**config.mk**
```make
export PLATFORM = sky130hd
export DESIGN_NAME = tm1638_drv
export DESIGN_NICKNAME = d
export VERILOG_FILES = /design/src/tm1638_pkg.sv /design/src/disp_pkg.sv /design/src/tm1638_seq_if.sv /design/src/sclk_timer.sv /design/src/frame_sequencer.sv /design/src/display_buffer.sv /design/src/serial_shifter.sv /design/src/tm1638_drv.sv
export SDC_FILE = /design/constraint.sdc
export NUM_CORES = 1
export LEC_CHECK = 0
export ABC_AREA = 1
export BUFFER_PORTS_ARGS = -buffer_cell sky130_fd_sc_hd__buf_2
export CORE_UTILIZATION = 35
export CTS_CLUSTER_DIAMETER = 50
export DETAILED_ROUTE_END_ITERATION = 12
export PLACE_DENSITY = 0.51
export SLEW_MARGIN = 20
export SYNTH_ARGS = -nofsm -noshare
export SYNTH_HDL_FRONTEND = slang
export SYNTH_SLANG_ARGS = --single-unit
```
**constraint.sdc**
```tcl
create_clock -name CK_i -period 2.2 [get_ports CK_i]
set_input_delay 0.11 -clock CK_i [delete_from_list [all_inputs] [get_ports CK_i]]
set_output_delay 0.11 -clock CK_i [all_outputs]
set_load 0.005 [all_outputs]
```
**src/tm1638_pkg.sv**
```systemverilog
package tm1638_pkg;

    // ==================================================
    // Frame and byte sequencing
    // ==================================================
    typedef enum logic [4:0] {
        PH_IDLE,
        PH_DATA_CMD,
        PH_ADDR_CMD,
        PH_SEG,      // Segment byte of current digit
        PH_LAMP,     // Lamp byte of current digit
        PH_PWR_CMD,
        PH_KEY_CMD,
        PH_KEY       // Key bytes read back on MISO
    } frame_phase_e;

    typedef logic [3:0] bit_cnt_t;

    // Byte steps, one per en_ck tick
    localparam bit_cnt_t BC_IDLE   = 4'd0;
    localparam bit_cnt_t BC_LOAD   = 4'd1;
    localparam bit_cnt_t BC_BIT0   = 4'd2;
    localparam bit_cnt_t BC_BIT4   = 4'd6;
    localparam bit_cnt_t BC_BIT6   = 4'd8;
    localparam bit_cnt_t BC_BIT7   = 4'd9;
    localparam bit_cnt_t BC_FINISH = 4'd10;

    // ==================================================
    // TM1638 commands
    // ==================================================
    localparam logic [7:0] CMD_DATA_WRITE = 8'h40; // Write, auto increment
    localparam logic [7:0] CMD_ADDR_0     = 8'hC0;
    localparam logic [7:0] CMD_DISPLAY_ON = 8'h8F; // Full brightness
    localparam logic [7:0] CMD_KEY_READ   = 8'h42;

    localparam int KEY_BYTES = 4;

endpackage

```
**src/disp_pkg.sv**
```systemverilog
package disp_pkg;

    localparam int DIGITS = 8;

    typedef logic [3:0] nibble_t;
    typedef logic [6:0] seg_t;       // gfedcba
    typedef logic [2:0] digit_idx_t;
    typedef logic [7:0] key_vec_t;

    // Hex digit to seven segments, a in bit 0
    function automatic seg_t seg_encode(nibble_t nib);
        case (nib)
            4'h0: seg_encode = 7'b0111111;
            4'h1: seg_encode = 7'b0000110;
            4'h2: seg_encode = 7'b1011011;
            4'h3: seg_encode = 7'b1001111;
            4'h4: seg_encode = 7'b1100110;
            4'h5: seg_encode = 7'b1101101;
            4'h6: seg_encode = 7'b1111101;
            4'h7: seg_encode = 7'b0100111; // With f segment lit
            4'h8: seg_encode = 7'b1111111;
            4'h9: seg_encode = 7'b1101111;
            4'hA: seg_encode = 7'b1110111;
            4'hB: seg_encode = 7'b1111100; // Lower case b
            4'hC: seg_encode = 7'b0111001;
            4'hD: seg_encode = 7'b1011110; // Lower case d
            4'hE: seg_encode = 7'b1111001;
            default: seg_encode = 7'b1110001; // F
        endcase
    endfunction

endpackage

```
**src/tm1638_seq_if.sv**
```systemverilog
// Sequencer timing and state, shared by the data path
interface tm1638_seq_if;

    logic                     en_ck;     // Byte step strobe, SCLK fall
    logic                     en_sample; // One clock after SCLK rise
    tm1638_pkg::frame_phase_e phase;
    tm1638_pkg::bit_cnt_t     bit_cnt;
    disp_pkg::digit_idx_t     digit;
    logic [1:0]               key_byte;

    modport seq (
        output en_ck, en_sample, phase, bit_cnt, digit, key_byte
    );

    modport buf_in (
        input en_ck, phase, digit
    );

    modport sh_in (
        input en_ck, en_sample, phase, bit_cnt, key_byte
    );

endinterface

```
**src/sclk_timer.sv**
```systemverilog
module sclk_timer #(
    parameter int FCK_HZ  = 50_000_000,
    parameter int SCLK_HZ = 1_000_000,
    parameter int FPS     = 250
) (
    input  logic CK_i,
    input  logic XARST_i,
    output logic en_sclk_o,
    output logic en_xsclk_o,
    output logic en_sample_o,
    output logic frame_req_o
);

    localparam int HALF_DIV    = (FCK_HZ + 2 * SCLK_HZ - 1) / (2 * SCLK_HZ); // Rounded up
    localparam int HDIV_W      = (HALF_DIV > 1) ? $clog2(HALF_DIV) : 1;
    localparam int FRAME_TICKS = FCK_HZ / (2 * HALF_DIV * FPS); // en_ck ticks per frame
    localparam int FCNT_W      = $clog2(FRAME_TICKS);

    logic [HDIV_W-1:0] hdiv_q;
    logic              tog_q;     // Selects SCLK rise or fall
    logic              hdiv_cy;
    logic [FCNT_W-1:0] fcnt_q;
    logic              fcnt_cy;

    // A frame must fit between two requests
    if (FRAME_TICKS < 300) begin : g_rate_check
        $error("sclk_timer: FRAME_TICKS %0d below one full frame", FRAME_TICKS);
    end

    assign hdiv_cy = (hdiv_q == HDIV_W'(HALF_DIV - 1));
    assign fcnt_cy = (fcnt_q == FCNT_W'(FRAME_TICKS - 1));

    // ==================================================
    // Half-period divider
    // ==================================================
    always_ff @(posedge CK_i or negedge XARST_i) begin
        if (!XARST_i) begin
            hdiv_q      <= '0;
            tog_q       <= 1'b0;
            en_sclk_o   <= 1'b0;
            en_xsclk_o  <= 1'b0;
            en_sample_o <= 1'b0;
        end else begin
            en_sclk_o   <= hdiv_cy & ~tog_q;
            en_xsclk_o  <= hdiv_cy & tog_q;
            en_sample_o <= en_sclk_o;        // MISO settled after SCLK rise
            if (hdiv_cy) begin
                hdiv_q <= '0;
                tog_q  <= ~tog_q;
            end else begin
                hdiv_q <= hdiv_q + 1'b1;
            end
        end
    end

    // Cyclic frame request, one en_ck period long
    always_ff @(posedge CK_i or negedge XARST_i) begin
        if (!XARST_i) begin
            fcnt_q      <= '0;
            frame_req_o <= 1'b0;
        end else if (en_xsclk_o) begin
            frame_req_o <= fcnt_cy;
            fcnt_q      <= fcnt_cy ? '0 : fcnt_q + 1'b1;
        end
    end

    // No SCLK fall strobe together with or within half a period after a rise strobe
    a_strobes_apart: assert property (@(posedge CK_i) disable iff (!XARST_i)
        en_sclk_o |-> !en_xsclk_o [*HALF_DIV]);

endmodule

```
**src/frame_sequencer.sv**
```systemverilog
module frame_sequencer (
    input  logic       CK_i,
    input  logic       XARST_i,
    input  logic       en_sclk_i,
    input  logic       en_xsclk_i,
    input  logic       en_sample_i,
    input  logic       frame_req_i,
    tm1638_seq_if.seq  seq,
    output logic       ss_o,
    output logic       sclk_o,
    output logic       mosi_oe_o
);

    tm1638_pkg::frame_phase_e phase_q;
    tm1638_pkg::bit_cnt_t     bit_cnt_q;
    disp_pkg::digit_idx_t     digit_q;
    logic [1:0]               key_byte_q;
    logic                     last_digit;
    logic                     last_key;
    logic                     wr_phase;  // Byte driven on MOSI
    logic                     ss_open;   // Phase starting an SS window
    logic                     ss_close;  // Phase ending an SS window

    assign last_digit = (digit_q == disp_pkg::digit_idx_t'(disp_pkg::DIGITS - 1));
    assign last_key   = (key_byte_q == 2'(tm1638_pkg::KEY_BYTES - 1));
    assign wr_phase   = (phase_q != tm1638_pkg::PH_IDLE) && (phase_q != tm1638_pkg::PH_KEY);
    assign ss_open    = (phase_q == tm1638_pkg::PH_DATA_CMD) || (phase_q == tm1638_pkg::PH_ADDR_CMD)
                     || (phase_q == tm1638_pkg::PH_PWR_CMD) || (phase_q == tm1638_pkg::PH_KEY_CMD);
    assign ss_close   = (phase_q == tm1638_pkg::PH_DATA_CMD) || (phase_q == tm1638_pkg::PH_PWR_CMD)
                     || (phase_q == tm1638_pkg::PH_LAMP && last_digit)
                     || (phase_q == tm1638_pkg::PH_KEY && last_key);

    // ==================================================
    // Byte and frame state machines
    // ==================================================
    always_ff @(posedge CK_i or negedge XARST_i) begin
        if (!XARST_i) begin
            bit_cnt_q <= tm1638_pkg::BC_IDLE;
        end else if (en_xsclk_i) begin
            if (frame_req_i) begin
                bit_cnt_q <= tm1638_pkg::BC_LOAD;  // Restart aborts any byte
            end else if (bit_cnt_q >= tm1638_pkg::BC_FINISH) begin
                bit_cnt_q <= tm1638_pkg::BC_IDLE;
            end else if (bit_cnt_q != tm1638_pkg::BC_IDLE || phase_q != tm1638_pkg::PH_IDLE) begin
                bit_cnt_q <= bit_cnt_q + 1'b1;
            end
        end
    end

    always_ff @(posedge CK_i or negedge XARST_i) begin
        if (!XARST_i) begin
            phase_q    <= tm1638_pkg::PH_IDLE;
            digit_q    <= '0;
            key_byte_q <= '0;
        end else if (en_xsclk_i) begin
            if (frame_req_i) begin
                phase_q    <= tm1638_pkg::PH_DATA_CMD;
                digit_q    <= '0;
                key_byte_q <= '0;
            end else if (bit_cnt_q == tm1638_pkg::BC_FINISH) begin
                case (phase_q)
                    tm1638_pkg::PH_DATA_CMD: phase_q <= tm1638_pkg::PH_ADDR_CMD;
                    tm1638_pkg::PH_ADDR_CMD: phase_q <= tm1638_pkg::PH_SEG;
                    tm1638_pkg::PH_SEG:      phase_q <= tm1638_pkg::PH_LAMP;
                    tm1638_pkg::PH_LAMP: begin
                        phase_q <= last_digit ? tm1638_pkg::PH_PWR_CMD : tm1638_pkg::PH_SEG;
                        digit_q <= digit_q + 1'b1;          // Wraps to 0 after last digit
                    end
                    tm1638_pkg::PH_PWR_CMD:  phase_q <= tm1638_pkg::PH_KEY_CMD;
                    tm1638_pkg::PH_KEY_CMD:  phase_q <= tm1638_pkg::PH_KEY;
                    tm1638_pkg::PH_KEY: begin
                        phase_q    <= last_key ? tm1638_pkg::PH_IDLE : tm1638_pkg::PH_KEY;
                        key_byte_q <= key_byte_q + 1'b1;
                    end
                    default:                 phase_q <= tm1638_pkg::PH_IDLE;
                endcase
            end
        end
    end

    // ==================================================
    // Bus control lines
    // ==================================================
    always_ff @(posedge CK_i or negedge XARST_i) begin
        if (!XARST_i) begin
            ss_o      <= 1'b1;
            sclk_o    <= 1'b1;
            mosi_oe_o <= 1'b0;
        end else if (en_sclk_i) begin
            sclk_o <= 1'b1;                          // Data valid at rising edge
            if (bit_cnt_q == tm1638_pkg::BC_LOAD && ss_open)
                ss_o <= 1'b0;
        end else if (en_xsclk_i) begin
            if (phase_q != tm1638_pkg::PH_IDLE && bit_cnt_q >= tm1638_pkg::BC_LOAD
                    && bit_cnt_q <= tm1638_pkg::BC_BIT6)
                sclk_o <= 1'b0;
            if (frame_req_i || (bit_cnt_q == tm1638_pkg::BC_FINISH && ss_close))
                ss_o <= 1'b1;
            if (bit_cnt_q == tm1638_pkg::BC_BIT7)
                mosi_oe_o <= 1'b0;
            else if (bit_cnt_q == tm1638_pkg::BC_LOAD && wr_phase)
                mosi_oe_o <= 1'b1;
        end
    end

    assign seq.en_ck     = en_xsclk_i;
    assign seq.en_sample = en_sample_i;
    assign seq.phase     = phase_q;
    assign seq.bit_cnt   = bit_cnt_q;
    assign seq.digit     = digit_q;
    assign seq.key_byte  = key_byte_q;

    a_ss_idle: assert property (@(posedge CK_i) disable iff (!XARST_i)
        phase_q == tm1638_pkg::PH_IDLE |-> ss_o);
    a_oe_keys: assert property (@(posedge CK_i) disable iff (!XARST_i)
        phase_q == tm1638_pkg::PH_KEY |-> !mosi_oe_o);

endmodule

```
**src/display_buffer.sv**
```systemverilog
module display_buffer (
    input  logic                        CK_i,
    input  logic                        XARST_i,
    input  logic [31:0]                 bin_dat_i,
    input  disp_pkg::key_vec_t          sup_digits_i,
    input  logic [disp_pkg::DIGITS-1:0] dots_i,
    input  logic [disp_pkg::DIGITS-1:0] leds_i,
    input  logic                        frame_req_i,
    tm1638_seq_if.buf_in                seq,
    output logic [7:0]                  byte_data_o
);

    disp_pkg::nibble_t           nib_q [disp_pkg::DIGITS];
    disp_pkg::key_vec_t          sup_q;
    logic [disp_pkg::DIGITS-1:0] dots_q;
    logic [disp_pkg::DIGITS-1:0] leds_q;
    disp_pkg::nibble_t           cur_nib;
    disp_pkg::seg_t              cur_seg;

    // Snapshot of all display inputs for the whole frame
    always_ff @(posedge CK_i or negedge XARST_i) begin
        if (!XARST_i) begin
            for (int i = 0; i < disp_pkg::DIGITS; i++)
                nib_q[i] <= '0;
            sup_q  <= '0;
            dots_q <= '0;
            leds_q <= '0;
        end else if (seq.en_ck && frame_req_i) begin
            for (int i = 0; i < disp_pkg::DIGITS; i++)
                nib_q[i] <= bin_dat_i[31 - 4 * i -: 4]; // Digit 0 is the top nibble
            sup_q  <= sup_digits_i;
            dots_q <= dots_i;
            leds_q <= leds_i;
        end
    end

    assign cur_nib = nib_q[seq.digit];
    assign cur_seg = sup_q[seq.digit] ? '0 : disp_pkg::seg_encode(cur_nib);

    // ==================================================
    // Byte for the current phase
    // ==================================================
    always_comb begin
        case (seq.phase)
            tm1638_pkg::PH_DATA_CMD: byte_data_o = tm1638_pkg::CMD_DATA_WRITE;
            tm1638_pkg::PH_ADDR_CMD: byte_data_o = tm1638_pkg::CMD_ADDR_0;
            tm1638_pkg::PH_SEG:      byte_data_o = {dots_q[seq.digit], cur_seg};
            tm1638_pkg::PH_LAMP:     byte_data_o = {7'd0, leds_q[seq.digit]};
            tm1638_pkg::PH_PWR_CMD:  byte_data_o = tm1638_pkg::CMD_DISPLAY_ON;
            tm1638_pkg::PH_KEY_CMD:  byte_data_o = tm1638_pkg::CMD_KEY_READ;
            default:                 byte_data_o = 8'h00; // Key bytes send nothing
        endcase
    end

endmodule

```
**src/serial_shifter.sv**
```systemverilog
module serial_shifter (
    input  logic               CK_i,
    input  logic               XARST_i,
    tm1638_seq_if.sh_in        seq,
    input  logic [7:0]         byte_data_i,
    input  logic               miso_i,
    output logic               mosi_o,
    output disp_pkg::key_vec_t keys_o
);

    logic [7:0] shift_q;
    logic [2:0] key_hi;   // Key bit taken at bit 0
    logic [2:0] key_lo;   // Key bit taken at bit 4

    // LSB first, empties to zero after bit 7
    always_ff @(posedge CK_i or negedge XARST_i) begin
        if (!XARST_i) begin
            shift_q <= '0;
        end else if (seq.en_ck) begin
            if (seq.bit_cnt == tm1638_pkg::BC_LOAD)
                shift_q <= byte_data_i;
            else if (seq.bit_cnt >= tm1638_pkg::BC_BIT0 && seq.bit_cnt <= tm1638_pkg::BC_BIT7)
                shift_q <= {1'b0, shift_q[7:1]};
        end
    end

    assign mosi_o = shift_q[0];

    // ==================================================
    // Key capture
    // ==================================================
    // Key byte k lands in bits 7-2k and 6-2k
    assign key_hi = {~seq.key_byte, 1'b1};
    assign key_lo = {~seq.key_byte, 1'b0};

    always_ff @(posedge CK_i or negedge XARST_i) begin
        if (!XARST_i) begin
            keys_o <= '0;
        end else if (seq.en_sample && seq.phase == tm1638_pkg::PH_KEY) begin
            if (seq.bit_cnt == tm1638_pkg::BC_BIT0)
                keys_o[key_hi] <= miso_i;
            else if (seq.bit_cnt == tm1638_pkg::BC_BIT4)
                keys_o[key_lo] <= miso_i;
        end
    end

    a_mosi_quiet: assert property (@(posedge CK_i) disable iff (!XARST_i)
        (seq.bit_cnt == tm1638_pkg::BC_FINISH || seq.bit_cnt == tm1638_pkg::BC_IDLE)
            |-> !mosi_o);

endmodule

```
**src/tm1638_drv.sv**
```systemverilog
module tm1638_drv #(
    parameter int FCK_HZ  = 50_000_000,
    parameter int SCLK_HZ = 1_000_000,
    parameter int FPS     = 250
) (
    input  logic        CK_i,
    input  logic        XARST_i,
    input  logic [31:0] BIN_DAT_i,
    input  logic [7:0]  SUP_DIGITS_i,
    input  logic [7:0]  DOTS_i,
    input  logic [7:0]  LEDS_i,
    input  logic        MISO_i,
    output logic        FRAME_REQ_o,
    output logic        EN_CK_o,
    output logic        MOSI_o,
    output logic        MOSI_OE_o,
    output logic        SCLK_o,
    output logic        SS_o,
    output logic [7:0]  KEYS_o
);

    logic       en_sclk;
    logic       en_xsclk;
    logic       en_sample;
    logic       frame_req;
    logic [7:0] byte_data;

    tm1638_seq_if seq_if ();

    sclk_timer #(
        .FCK_HZ  (FCK_HZ),
        .SCLK_HZ (SCLK_HZ),
        .FPS     (FPS)
    ) u_sclk_timer (
        .CK_i (CK_i), .XARST_i (XARST_i),
        .en_sclk_o (en_sclk), .en_xsclk_o (en_xsclk),
        .en_sample_o (en_sample), .frame_req_o (frame_req)
    );

    frame_sequencer u_frame_sequencer (
        .CK_i (CK_i), .XARST_i (XARST_i),
        .en_sclk_i (en_sclk), .en_xsclk_i (en_xsclk),
        .en_sample_i (en_sample), .frame_req_i (frame_req),
        .seq (seq_if),
        .ss_o (SS_o), .sclk_o (SCLK_o), .mosi_oe_o (MOSI_OE_o)
    );

    display_buffer u_display_buffer (
        .CK_i (CK_i), .XARST_i (XARST_i),
        .bin_dat_i (BIN_DAT_i), .sup_digits_i (SUP_DIGITS_i),
        .dots_i (DOTS_i), .leds_i (LEDS_i), .frame_req_i (frame_req),
        .seq (seq_if), .byte_data_o (byte_data)
    );

    serial_shifter u_serial_shifter (
        .CK_i (CK_i), .XARST_i (XARST_i), .seq (seq_if),
        .byte_data_i (byte_data), .miso_i (MISO_i),
        .mosi_o (MOSI_o), .keys_o (KEYS_o)
    );

    assign FRAME_REQ_o = frame_req;
    assign EN_CK_o     = en_xsclk;   // Byte step strobe

endmodule

```
### Yosys cells after proc, flatten, opt, wreduce, memory -nomap -nowiden

Memory sizes are Yosys's and may differ from the RTL's.
Cells that the tools add are included.

| storage, ports and cells | value |
|---|---|
| register bits after elaboration | 111 |
| ROM bits | 112 |
| output and inout port bits | 14 |
| word-level logic and storage cells | 156 |
| memories kept | 1 |

Memories:

| memory | words | bits a word | rd ports | clocked after Yosys merged registers in | write ports | RTL line | text |
|---|---|---|---|---|---|---|---|
| (name not given) | 16 | 7 | 1 | 0 | 0 | disp_pkg.sv:12 | `case (nib)` |

| cells by class | value |
|---|---|
| $add $sub $neg | 5 |
| $lt $le $gt $ge | 11 |
| equal/unequal tests | 18 |
| multiplexer cells | 46 |
| bitwise gates (word level) | 6 |
| reductions and logical operators | 42 |

Operators by type and width:

| operator | number |
|---|---|
| 8-bit one-hot mux with 6 select lines | 1 |
| 5-bit one-hot mux with 7 select lines | 1 |
| 8-bit two-way mux | 4 |
| 5-bit by 3-bit equality test with 1-bit output (second input constant) | 4 |
| 4-bit two-way mux | 5 |
| 2-bit nonzero test | 9 |
| 8-bit bitwise mux | 2 |
| 3-bit two-way mux | 5 |
| 5-bit two-way mux | 3 |
| 1-bit two-way mux | 14 |
| 1-bit logical AND | 13 |
| 12-bit by 1-bit adder with 12-bit output (second input constant) | 1 |
| 4-bit binary-select mux with 3-bit select | 1 |
| 12-bit equality test (second input constant) | 1 |
| 3-bit by 4-bit less-than comparator with 1-bit output (second input constant) | 3 |
| 12-bit two-way mux | 1 |
| 3-bit AND reduction | 4 |
| 5-bit by 2-bit equality test with 1-bit output (second input constant) | 2 |
| 2-bit AND reduction | 5 |
| 1-bit binary-select mux with 3-bit select | 3 |
| 4-bit equality test (second input constant) | 2 |
| 4-bit >= comparator (second input constant) | 2 |
| 4-bit less-or-equal comparator (second input constant) | 2 |
| 1-bit logical OR | 8 |
| other kinds (26) | 32 |

### Logic depth before layout (Yosys ltp)

Gate-level depths: netlist (run 1).

| depth | value |
|---|---|
| depth after elaboration | 9 |
| depth in mapped cells | 16 |

### By module

From an unflattened synthesis (run 1), not the netlist that was laid out.

| second synthesis, totals | value |
|---|---|
| cell total of the unflattened synthesis | 773 |
| area total of the unflattened synthesis | 6262.3 um^2 |

By module, submodules not included:

| module | instances | cells each | area each (um^2) | sequential area each (um^2) |
|---|---|---|---|---|
| display_buffer | 1 | 341 | 3067.9 | 1401.3 |
| sclk_timer | 1 | 134 | 1101.1 | 550.5 |
| frame_sequencer | 1 | 141 | 1081.0 | 377.9 |
| serial_shifter | 1 | 157 | 1012.2 | 400.4 |

### Least setup slack after synthesis (run 1)

OpenSTA, ideal clock, no wires.

| timing path | value |
|---|---|
| path type | reg-to-reg |
| start point | register u_frame_sequencer.digit_q[0], in the netlist u_frame_sequencer.seq.digit[0] |
| end point | register u_serial_shifter.shift_q[0] |
| library setup time | 0.077 ns |
| arrival | 1.772 ns |
| data required time | 2.123 ns |
| path slack | 0.350 ns |
| stages on the path, launching flop included | 17 |
| path buffers | 2 |
| path through | dfrtp_1 -> buf_6 -> buf_8 -> nor2_1 -> nor2_1 -> nand2_1 -> nand3_1 -> nand2_1 -> inv_1 -> ha_1 -> inv_1 -> nand3_1 -> nand3_1 -> nand3_1 -> nand2_1 -> nand2_1 -> a21oi_1 |

| on the way | value |
|---|---|
| word-level cells in the longest chain between the ends | 8 |

RTL lines:

| what | RTL line | text |
|---|---|---|
| start: declaration | frame_sequencer.sv:16 | `disp_pkg::digit_idx_t digit_q;` |
| start signal: assignment | frame_sequencer.sv:67 | `digit_q <= digit_q + 1'b1;` |
| 3-bit inverter with 4-bit output (implied by the code) | display_buffer.sv:37 | `assign cur_nib = nib_q[seq.digit];` |
| 4-bit binary-select mux with 3-bit select | display_buffer.sv:37 |  |
| 4-bit two-way mux (implied by the code) (2 in series) | display_buffer.sv:37 |  |
| memory read 16 x 7 bit | n/a |  |
| 7-bit two-way mux | display_buffer.sv:38 | `assign cur_seg = sup_q[seq.digit] ? '0 : disp_pkg::seg_encode(cur_nib);` |
| 8-bit one-hot mux with 6 select lines * | display_buffer.sv:44 | `case (seq.phase)` |
| 8-bit two-way mux * | serial_shifter.sv:20 | `if (seq.bit_cnt == tm1638_pkg::BC_LOAD)` |
| end signal: assignment | serial_shifter.sv:21 | `shift_q <= byte_data_i;` |
| end signal: assignment | serial_shifter.sv:23 | `shift_q <= {1'b0, shift_q[7:1]};` |
| end: declaration | serial_shifter.sv:11 | `logic [7:0] shift_q;` |

Mark *: on every way between the ends. The rest lies on a longest branch, timed or not. The select of a mux whose other input is x is not followed.
A chain may end at the register's enable or synchronous reset.

### Worst setup path in the final report (run 1)

| timing path | value |
|---|---|
| start point | register u_frame_sequencer.digit_q[0], in the netlist u_frame_sequencer.seq.digit[0] |
| end point | register u_serial_shifter.shift_q[3] |

| on the way | value |
|---|---|
| word-level cells in the longest chain between the ends | 8 |

RTL lines:

| what | RTL line |
|---|---|
| 3-bit inverter with 4-bit output (implied by the code) | display_buffer.sv:37 |
| 4-bit binary-select mux with 3-bit select | display_buffer.sv:37 |
| 4-bit two-way mux (implied by the code) (2 in series) | display_buffer.sv:37 |
| memory read 16 x 7 bit | n/a |
| 7-bit two-way mux * | display_buffer.sv:38 |
| 8-bit one-hot mux with 6 select lines * | display_buffer.sv:44 |
| 8-bit two-way mux * | serial_shifter.sv:20 |

Marks and branches as above.

==> results.cfg, run 1 <==
[yosys]
yosysSeqAreaShare_pct = 47.29
avgSynthCellArea_sq_um = 8.814
synth_cell_type_count = 45
synth_area_sq_mm = 0.005773
synth_warnings = 0
synth_fp_nets = 737
ys_ff_latch = 109
synth_cells = 655

[setup_path]
crit_fanout = 36
arrival_ps = 2310
criticalPathCategory = reg -> reg
critPathLaunchType = flip-flop
end_kind = flip-flop
required_ps = 2490

[grt]
grt_max_degree = 47
overflow = 0
grt_pass1_wl_mm = 22.36
antenna_found_initial = 0
grt_pass1_vias = 4830
globalRouteTotalUtil_pct = 16.67

[drt]
vias_per_cell = 4.756
num_vias = 4675
dr.first_iter.drc_count = 171
route.detailed.drc = 0
routedWlPerCell_um = 13.17
ant_nets = 0
wl_mm = 12.95
detail_route.first_pass.iterations = 4

[hold_path]
hp-class = in -> reg

[timing]
period_minus_slack_ps = 2026
finalSetupTns_ps = 0
hold_violations = 0
fin_hold_ws_ps = 5.973
grt_setup_unrepaired = false
finClkSkew_ps = 8.742
max_freq_mhz = 493.7
worst_pin_slew_ps = 618.3
final-max-slew-violation-count = 0
finalCritPeriodShare_pct = 92.07
timing.final.ws_setup_ps = 174.5
relSlewSlack_pct = 58.78
setup_viol = 0

[place]
place.port_buffers = 72
gp_congestion = 0.8894
hpwlAfterDp_mm = 9.598
dpl_worst_slack_ps = 181.7

[pwr]
p_per_area_mw_per_mm2 = 584.5
leakage_nw = 3.421
ir_drop_mv = 0.4239
power_mw = 4.112

[clock_network]
h-tree-depth = 3
cts_tree = yes
root_buffer = clkbuf_16
clock_path_buffers = 2
cts.reportedPaths.clkPinSlew_ps = 70
clock_sinks = 109
numCtsBuffers = 9
worstSkewPairLatency_ps = 360

[floorplan]
initial_core_util_pct = 36.08
die_width_um = 130.4
die-area_sq_mm = 0.01701
ios = 73
die_y_um = 130.4
fp-row-count = 46
core_sq_mm = 0.01600

[layout]
final_common_cell = dfrtp_1
drive_gt1_share_pct = 22.29
diodes = 0
area_delta_synth_final_pct = 21.87
layout_common_cells = 107 x dfrtp_1, 94 x nand2_1, 76 x nor2_1
final_util_pct = 43.97
fin_nets = 845

[status]
outcome = finished, final reports clean

[flow_run]
cap_violations = 0
## where the power goes
group	internal, mW	switching [mW]	total, mW	leakage, nW
Combinational	0.139	0.137	0.275	1.91
Clock	1.02	0.728	1.75	0.152
Sequential	2.06	0.0266	2.09	1.36
## registers in the layout, indices dropped and copies added, names as in the netlist, 5 cells and up
register	count
u_display_buffer.dots_q	8
u_display_buffer.leds_q	8
u_display_buffer.nib_q	32
u_display_buffer.sup_q	8
u_sclk_timer.fcnt_q	12
u_sclk_timer.hdiv_q	5
u_serial_shifter.keys_o	8
u_serial_shifter.shift_q	8
## cell families (layout without fill, tap and decap cells)
group / after synthesis / count (layout) / share of synthesized area (%)
AOI/OAI and AO/OA: 106 / 106 / 10.34
DFF: 109 / 109 / 47.29
adders and majority gates: 23 / 23 / 4.985
muxes: 34 / 34 / 6.610
buffers and inverters: 106 / 218 / 8.604
and+or+nand+nor: 273 / 273 / 21.57
xor gates and xnor gates: 4 / 4 / 0.6070
## stage by stage
stage	instance area (sq um)	std cells
finish	7036	983
global route	7036	983
CTS	7018	981
detailed placement	6402	936
global placement	6402	936
floorplan	5773	655
## worst max-delay path, stage by stage (launching register included)
cell and delay, ps:
dfrtp_1 400, buf_12 180, inv_8 100, nand2_1 60
nand3_1 70, nand3_1 110, nand2_1 180, inv_1 110
ha_1 230, nand3_1 110, nand2_1 70, nand2_1 50
nand3_1 60, nand2_1 60, nand2_1 60, a21oi_2 110
## final cells by class
type	instances	area (sq um)
Clock buffer	11	242.7
Inverter	84	322.8
Sequential cell	109	2730
Multi-Input combinational cell	440	2556
Tap cell	216	270.3
Clock inverter	4	72.57
Timing Repair Buffer	119	840.8
Fill cell	1648	8965
## worst paths after layout
check | start | end | slack, ps | cells after the start
max in group asynchronous | XARST_i | u_frame_sequencer.sclk_o | 1180 | 3
min in group asynchronous | XARST_i | u_display_buffer.sup_q[0] | 310 | 2
min reg2reg | u_sclk_timer.en_sclk_o | u_sclk_timer.en_sample_o | 430 | 0
min | BIN_DAT_i[9] | u_display_buffer.nib_q[9] | 6 | 3
max | u_frame_sequencer.seq.digit[0] | u_serial_shifter.shift_q[3] | 170 | 15
max reg2reg | u_frame_sequencer.seq.digit[0] | u_serial_shifter.shift_q[3] | 170 | 15
## layer usage
layer | track usage [%] | vias to the layer above | wire (um)
li1 | - | 2353 | -
met1 | 21.29 | 2236 | 6130
met2 | 28.10 | 68 | 6199
met3 | 2.565 | 18 | 336
met4 | 7.235 | 0 | 279
met5 | 0 | - | 0
## repair_timing
action / in CTS / in global routing
setup endpoints to repair: 0 / 4
hold buffers: 30 / 0
setup buffers: 0 / 2
endpoints found under the hold margin: 71 / 0
gates resized for setup: 0 / 1
## synth_stat cells, drive strengths merged
cell type / number / share of area, %
nand2: 109 / 7.8
dfrtp: 107 / 46
inv: 83 / 5.5
nor2: 82 / 5.9
nand3: 67 / 6.2
a21oi: 61 / 5.7
mux2: 33 / 6.4
o21ai: 29 / 2.5
ha: 23 / 5.0
buf: 16 / 2.6
nor3: 8 / 0.89
clkbuf: 6 / 0.39
nand4: 5 / 0.54
o211ai: 4 / 0.52
xor2: 3 / 0.46
a22o: 2 / 0.30
dfstp: 2 / 0.91
o2111ai: 2 / 0.30
o21a: 2 / 0.26
o22ai: 2 / 0.22
a31oi: 1 / 0.11
a32oi: 1 / 0.15
a41oi: 1 / 0.15
and3: 1 / 0.11
clkinv: 1 / 0.065
mux2i: 1 / 0.17
nor4: 1 / 0.11
o31ai: 1 / 0.13
xnor2: 1 / 0.15
Power figures use the tool's default switching activity.
==> inputs of run 2 (changes only) <==
==> constraint.sdc (replaced) <==
create_clock -name CK_i -period 2.2 [get_ports CK_i]
set_input_delay 0.44 -clock CK_i [delete_from_list [all_inputs] [get_ports CK_i]]
set_output_delay 0.44 -clock CK_i [all_outputs]
set_load 0.005 [all_outputs]
==> results.cfg, run 2 (synthesized netlist as in run 1, its figures left out) <==
[layout]
final_common_cell = dfrtp_1
reg_top3 = u_display_buffer.nib_q x32, u_sclk_timer.fcnt_q x12
layout_common_cells = 107 x dfrtp_1, 94 x nand2_1, 76 x nor2_1
finalInstanceArea_sq_mm = 0.006693
diodes = 0
fin_nets = 813
top_register = u_display_buffer.nib_q
largest_register_ffs = 32
final_util_pct = 41.83
area_delta_synth_final_pct = 15.93
drive_gt1_share_pct = 23.10

[floorplan]
fp-row-count = 46
die-area_sq_mm = 0.01701
die_width_um = 130.4
core_sq_mm = 0.01600
die_y_um = 130.4
ios = 73
initial_core_util_pct = 36.08

[setup_path]
end_kind = flip-flop
critPathLaunchType = flip-flop
criticalPathCategory = reg -> reg
crit_fanout = 36
required_ps = 2490
arrival_ps = 2310

[timing]
finalSetupTns_ps = 0
period_minus_slack_ps = 2025
final-max-slew-violation-count = 0
finalCritPeriodShare_pct = 92.04
finClkSkew_ps = 6.293
worst_pin_slew_ps = 527.3
timing.final.ws_setup_ps = 175.1
hold_violations = 0
fin_hold_ws_ps = 49.73
relSlewSlack_pct = 64.47
setup_viol = 0
max_freq_mhz = 493.9

[pwr]
pwr-share-seq_pct = 53.5
leakage_nw = 3.266
pwr-share-comb_pct = 6.0
p_per_area_mw_per_mm2 = 582.8
ir_drop_mv = 0.3684
switching_share_pct = 23.11
p_sw_uw = 901.2
p_clk_share_pct = 40.6
internal_power_mw = 2.999

[drt]
vias_per_cell = 4.780
route.detailed.drc = 0
num_vias = 4551
ant_nets = 0
dr.first_iter.drc_count = 227
detail_route.first_pass.iterations = 4
routedWlPerCell_um = 13.15
wl_mm = 12.52

[place]
gp_congestion = 0.8391
hpwlAfterDp_mm = 9.579
place.port_buffers = 72
placed_area_sq_mm = 0.006402
dpl_worst_slack_ps = 193.5

[status]
outcome = finished, final reports clean

[grt]
grt_pass1_vias = 4616
antenna_found_initial = 0
globalRouteTotalUtil_pct = 16.14
grt_max_degree = 68
grt_pass1_wl_mm = 21.35
overflow = 0

[hold_path]
hp-class = in -> async

[clock_network]
h-tree-depth = 3
numCtsBuffers = 9
postCtsSetupBuffers = 0
worstSkewPairLatency_ps = 360
root_buffer = clkbuf_16
clock_sinks = 109
cts_tree = yes
cts.reportedPaths.clkPinSlew_ps = 70
clock_path_buffers = 2

[flow_run]
cap_violations = 0
run 2: cell count changes in the layout (fill, tap and decap cells not counted), moves of 2 or more:
cell | before | now
buf_4 | 14 | 12
dlygate4sd3_1 | 30 | 0
bufinv_16 | 2 | 0
clkinvlp_4 | 1 | 3
run 2: power groups by stage:
stage / combinational [mW] / clock (mW) / sequential, mW
after floorplan: 0.104 / 0 / 2.12
after global placement: 0.232 / 0 / 2.12
after detailed placement: 0.238 / 0 / 2.13
after CTS: 0.238 / 1.63 / 2.09
after global routing: 0.268 / 1.71 / 2.09
final: 0.233 / 1.58 / 2.09
run 2: cell type report:
| cell class | instances | area (sq um) |
|---|---|---|
| well taps | 216 | 270.3 |
| clock buffers | 12 | 256.5 |
| flip-flops and latches | 109 | 2730 |
| fillers | 1645 | 9308 |
| inverters | 84 | 322.8 |
| repair buffers | 87 | 525.5 |
| clock inverters | 4 | 31.28 |
| multi-input cells | 440 | 2556 |
run 2: metal layers:
| layer | share of wire [%] | track usage, % | vias to the layer above |
|---|---|---|---|
| met3 | 3.1 | 3.542 | 14 |
| met2 | 48 | 26.38 | 69 |
| met5 | 0 | 0 | - |
| li1 | - | - | 2290 |
| met4 | 1.4 | 5.882 | 0 |
| met1 | 48 | 21.07 | 2178 |
run 2: worst max-delay path: stages, from the launching register on:
cell,delay (ps)
dfrtp_1,400
buf_12,180
inv_8,100
nand2_1,60
nand3_1,70
nand3_1,70
nand2_1,160
inv_1,100
ha_1,220
inv_1,90
nand3_1,110
nand3_1,100
nand3_1,70
nand2_1,60
nand2_1,50
a21oi_1,110
run 2: worst paths after layout:
kind,from,cells after the start,slack (ps),end
setup / recovery,u_frame_sequencer.seq.digit[0],15,180,u_serial_shifter.shift_q[0]
setup reg to reg,u_frame_sequencer.seq.digit[0],15,180,u_serial_shifter.shift_q[0]
hold reg to reg,u_sclk_timer.tog_q,1,470,u_sclk_timer.en_sclk_o
max in group asynchronous,XARST_i,2,1520,u_display_buffer.nib_q[22]
min in group CK_i,SUP_DIGITS_i[6],2,300,u_display_buffer.sup_q[6]
hold / removal,XARST_i,1,50,u_display_buffer.nib_q[30]
run 2: timing repair:
item,4_1_cts,5_1_grt
resized for setup,0,1
hold buffers,0,0
endpoints found under the setup margin,0,1
run 2: per-stage QoR:
stage / cells / total power [mW]
2_1_floorplan: 655 / 2.221
3_3_place_gp: 936 / 2.356
3_5_place_dp: 936 / 2.363
4_1_cts: 952 / 3.955
5_1_grt: 952 / 4.074
6_report: 952 / 3.900
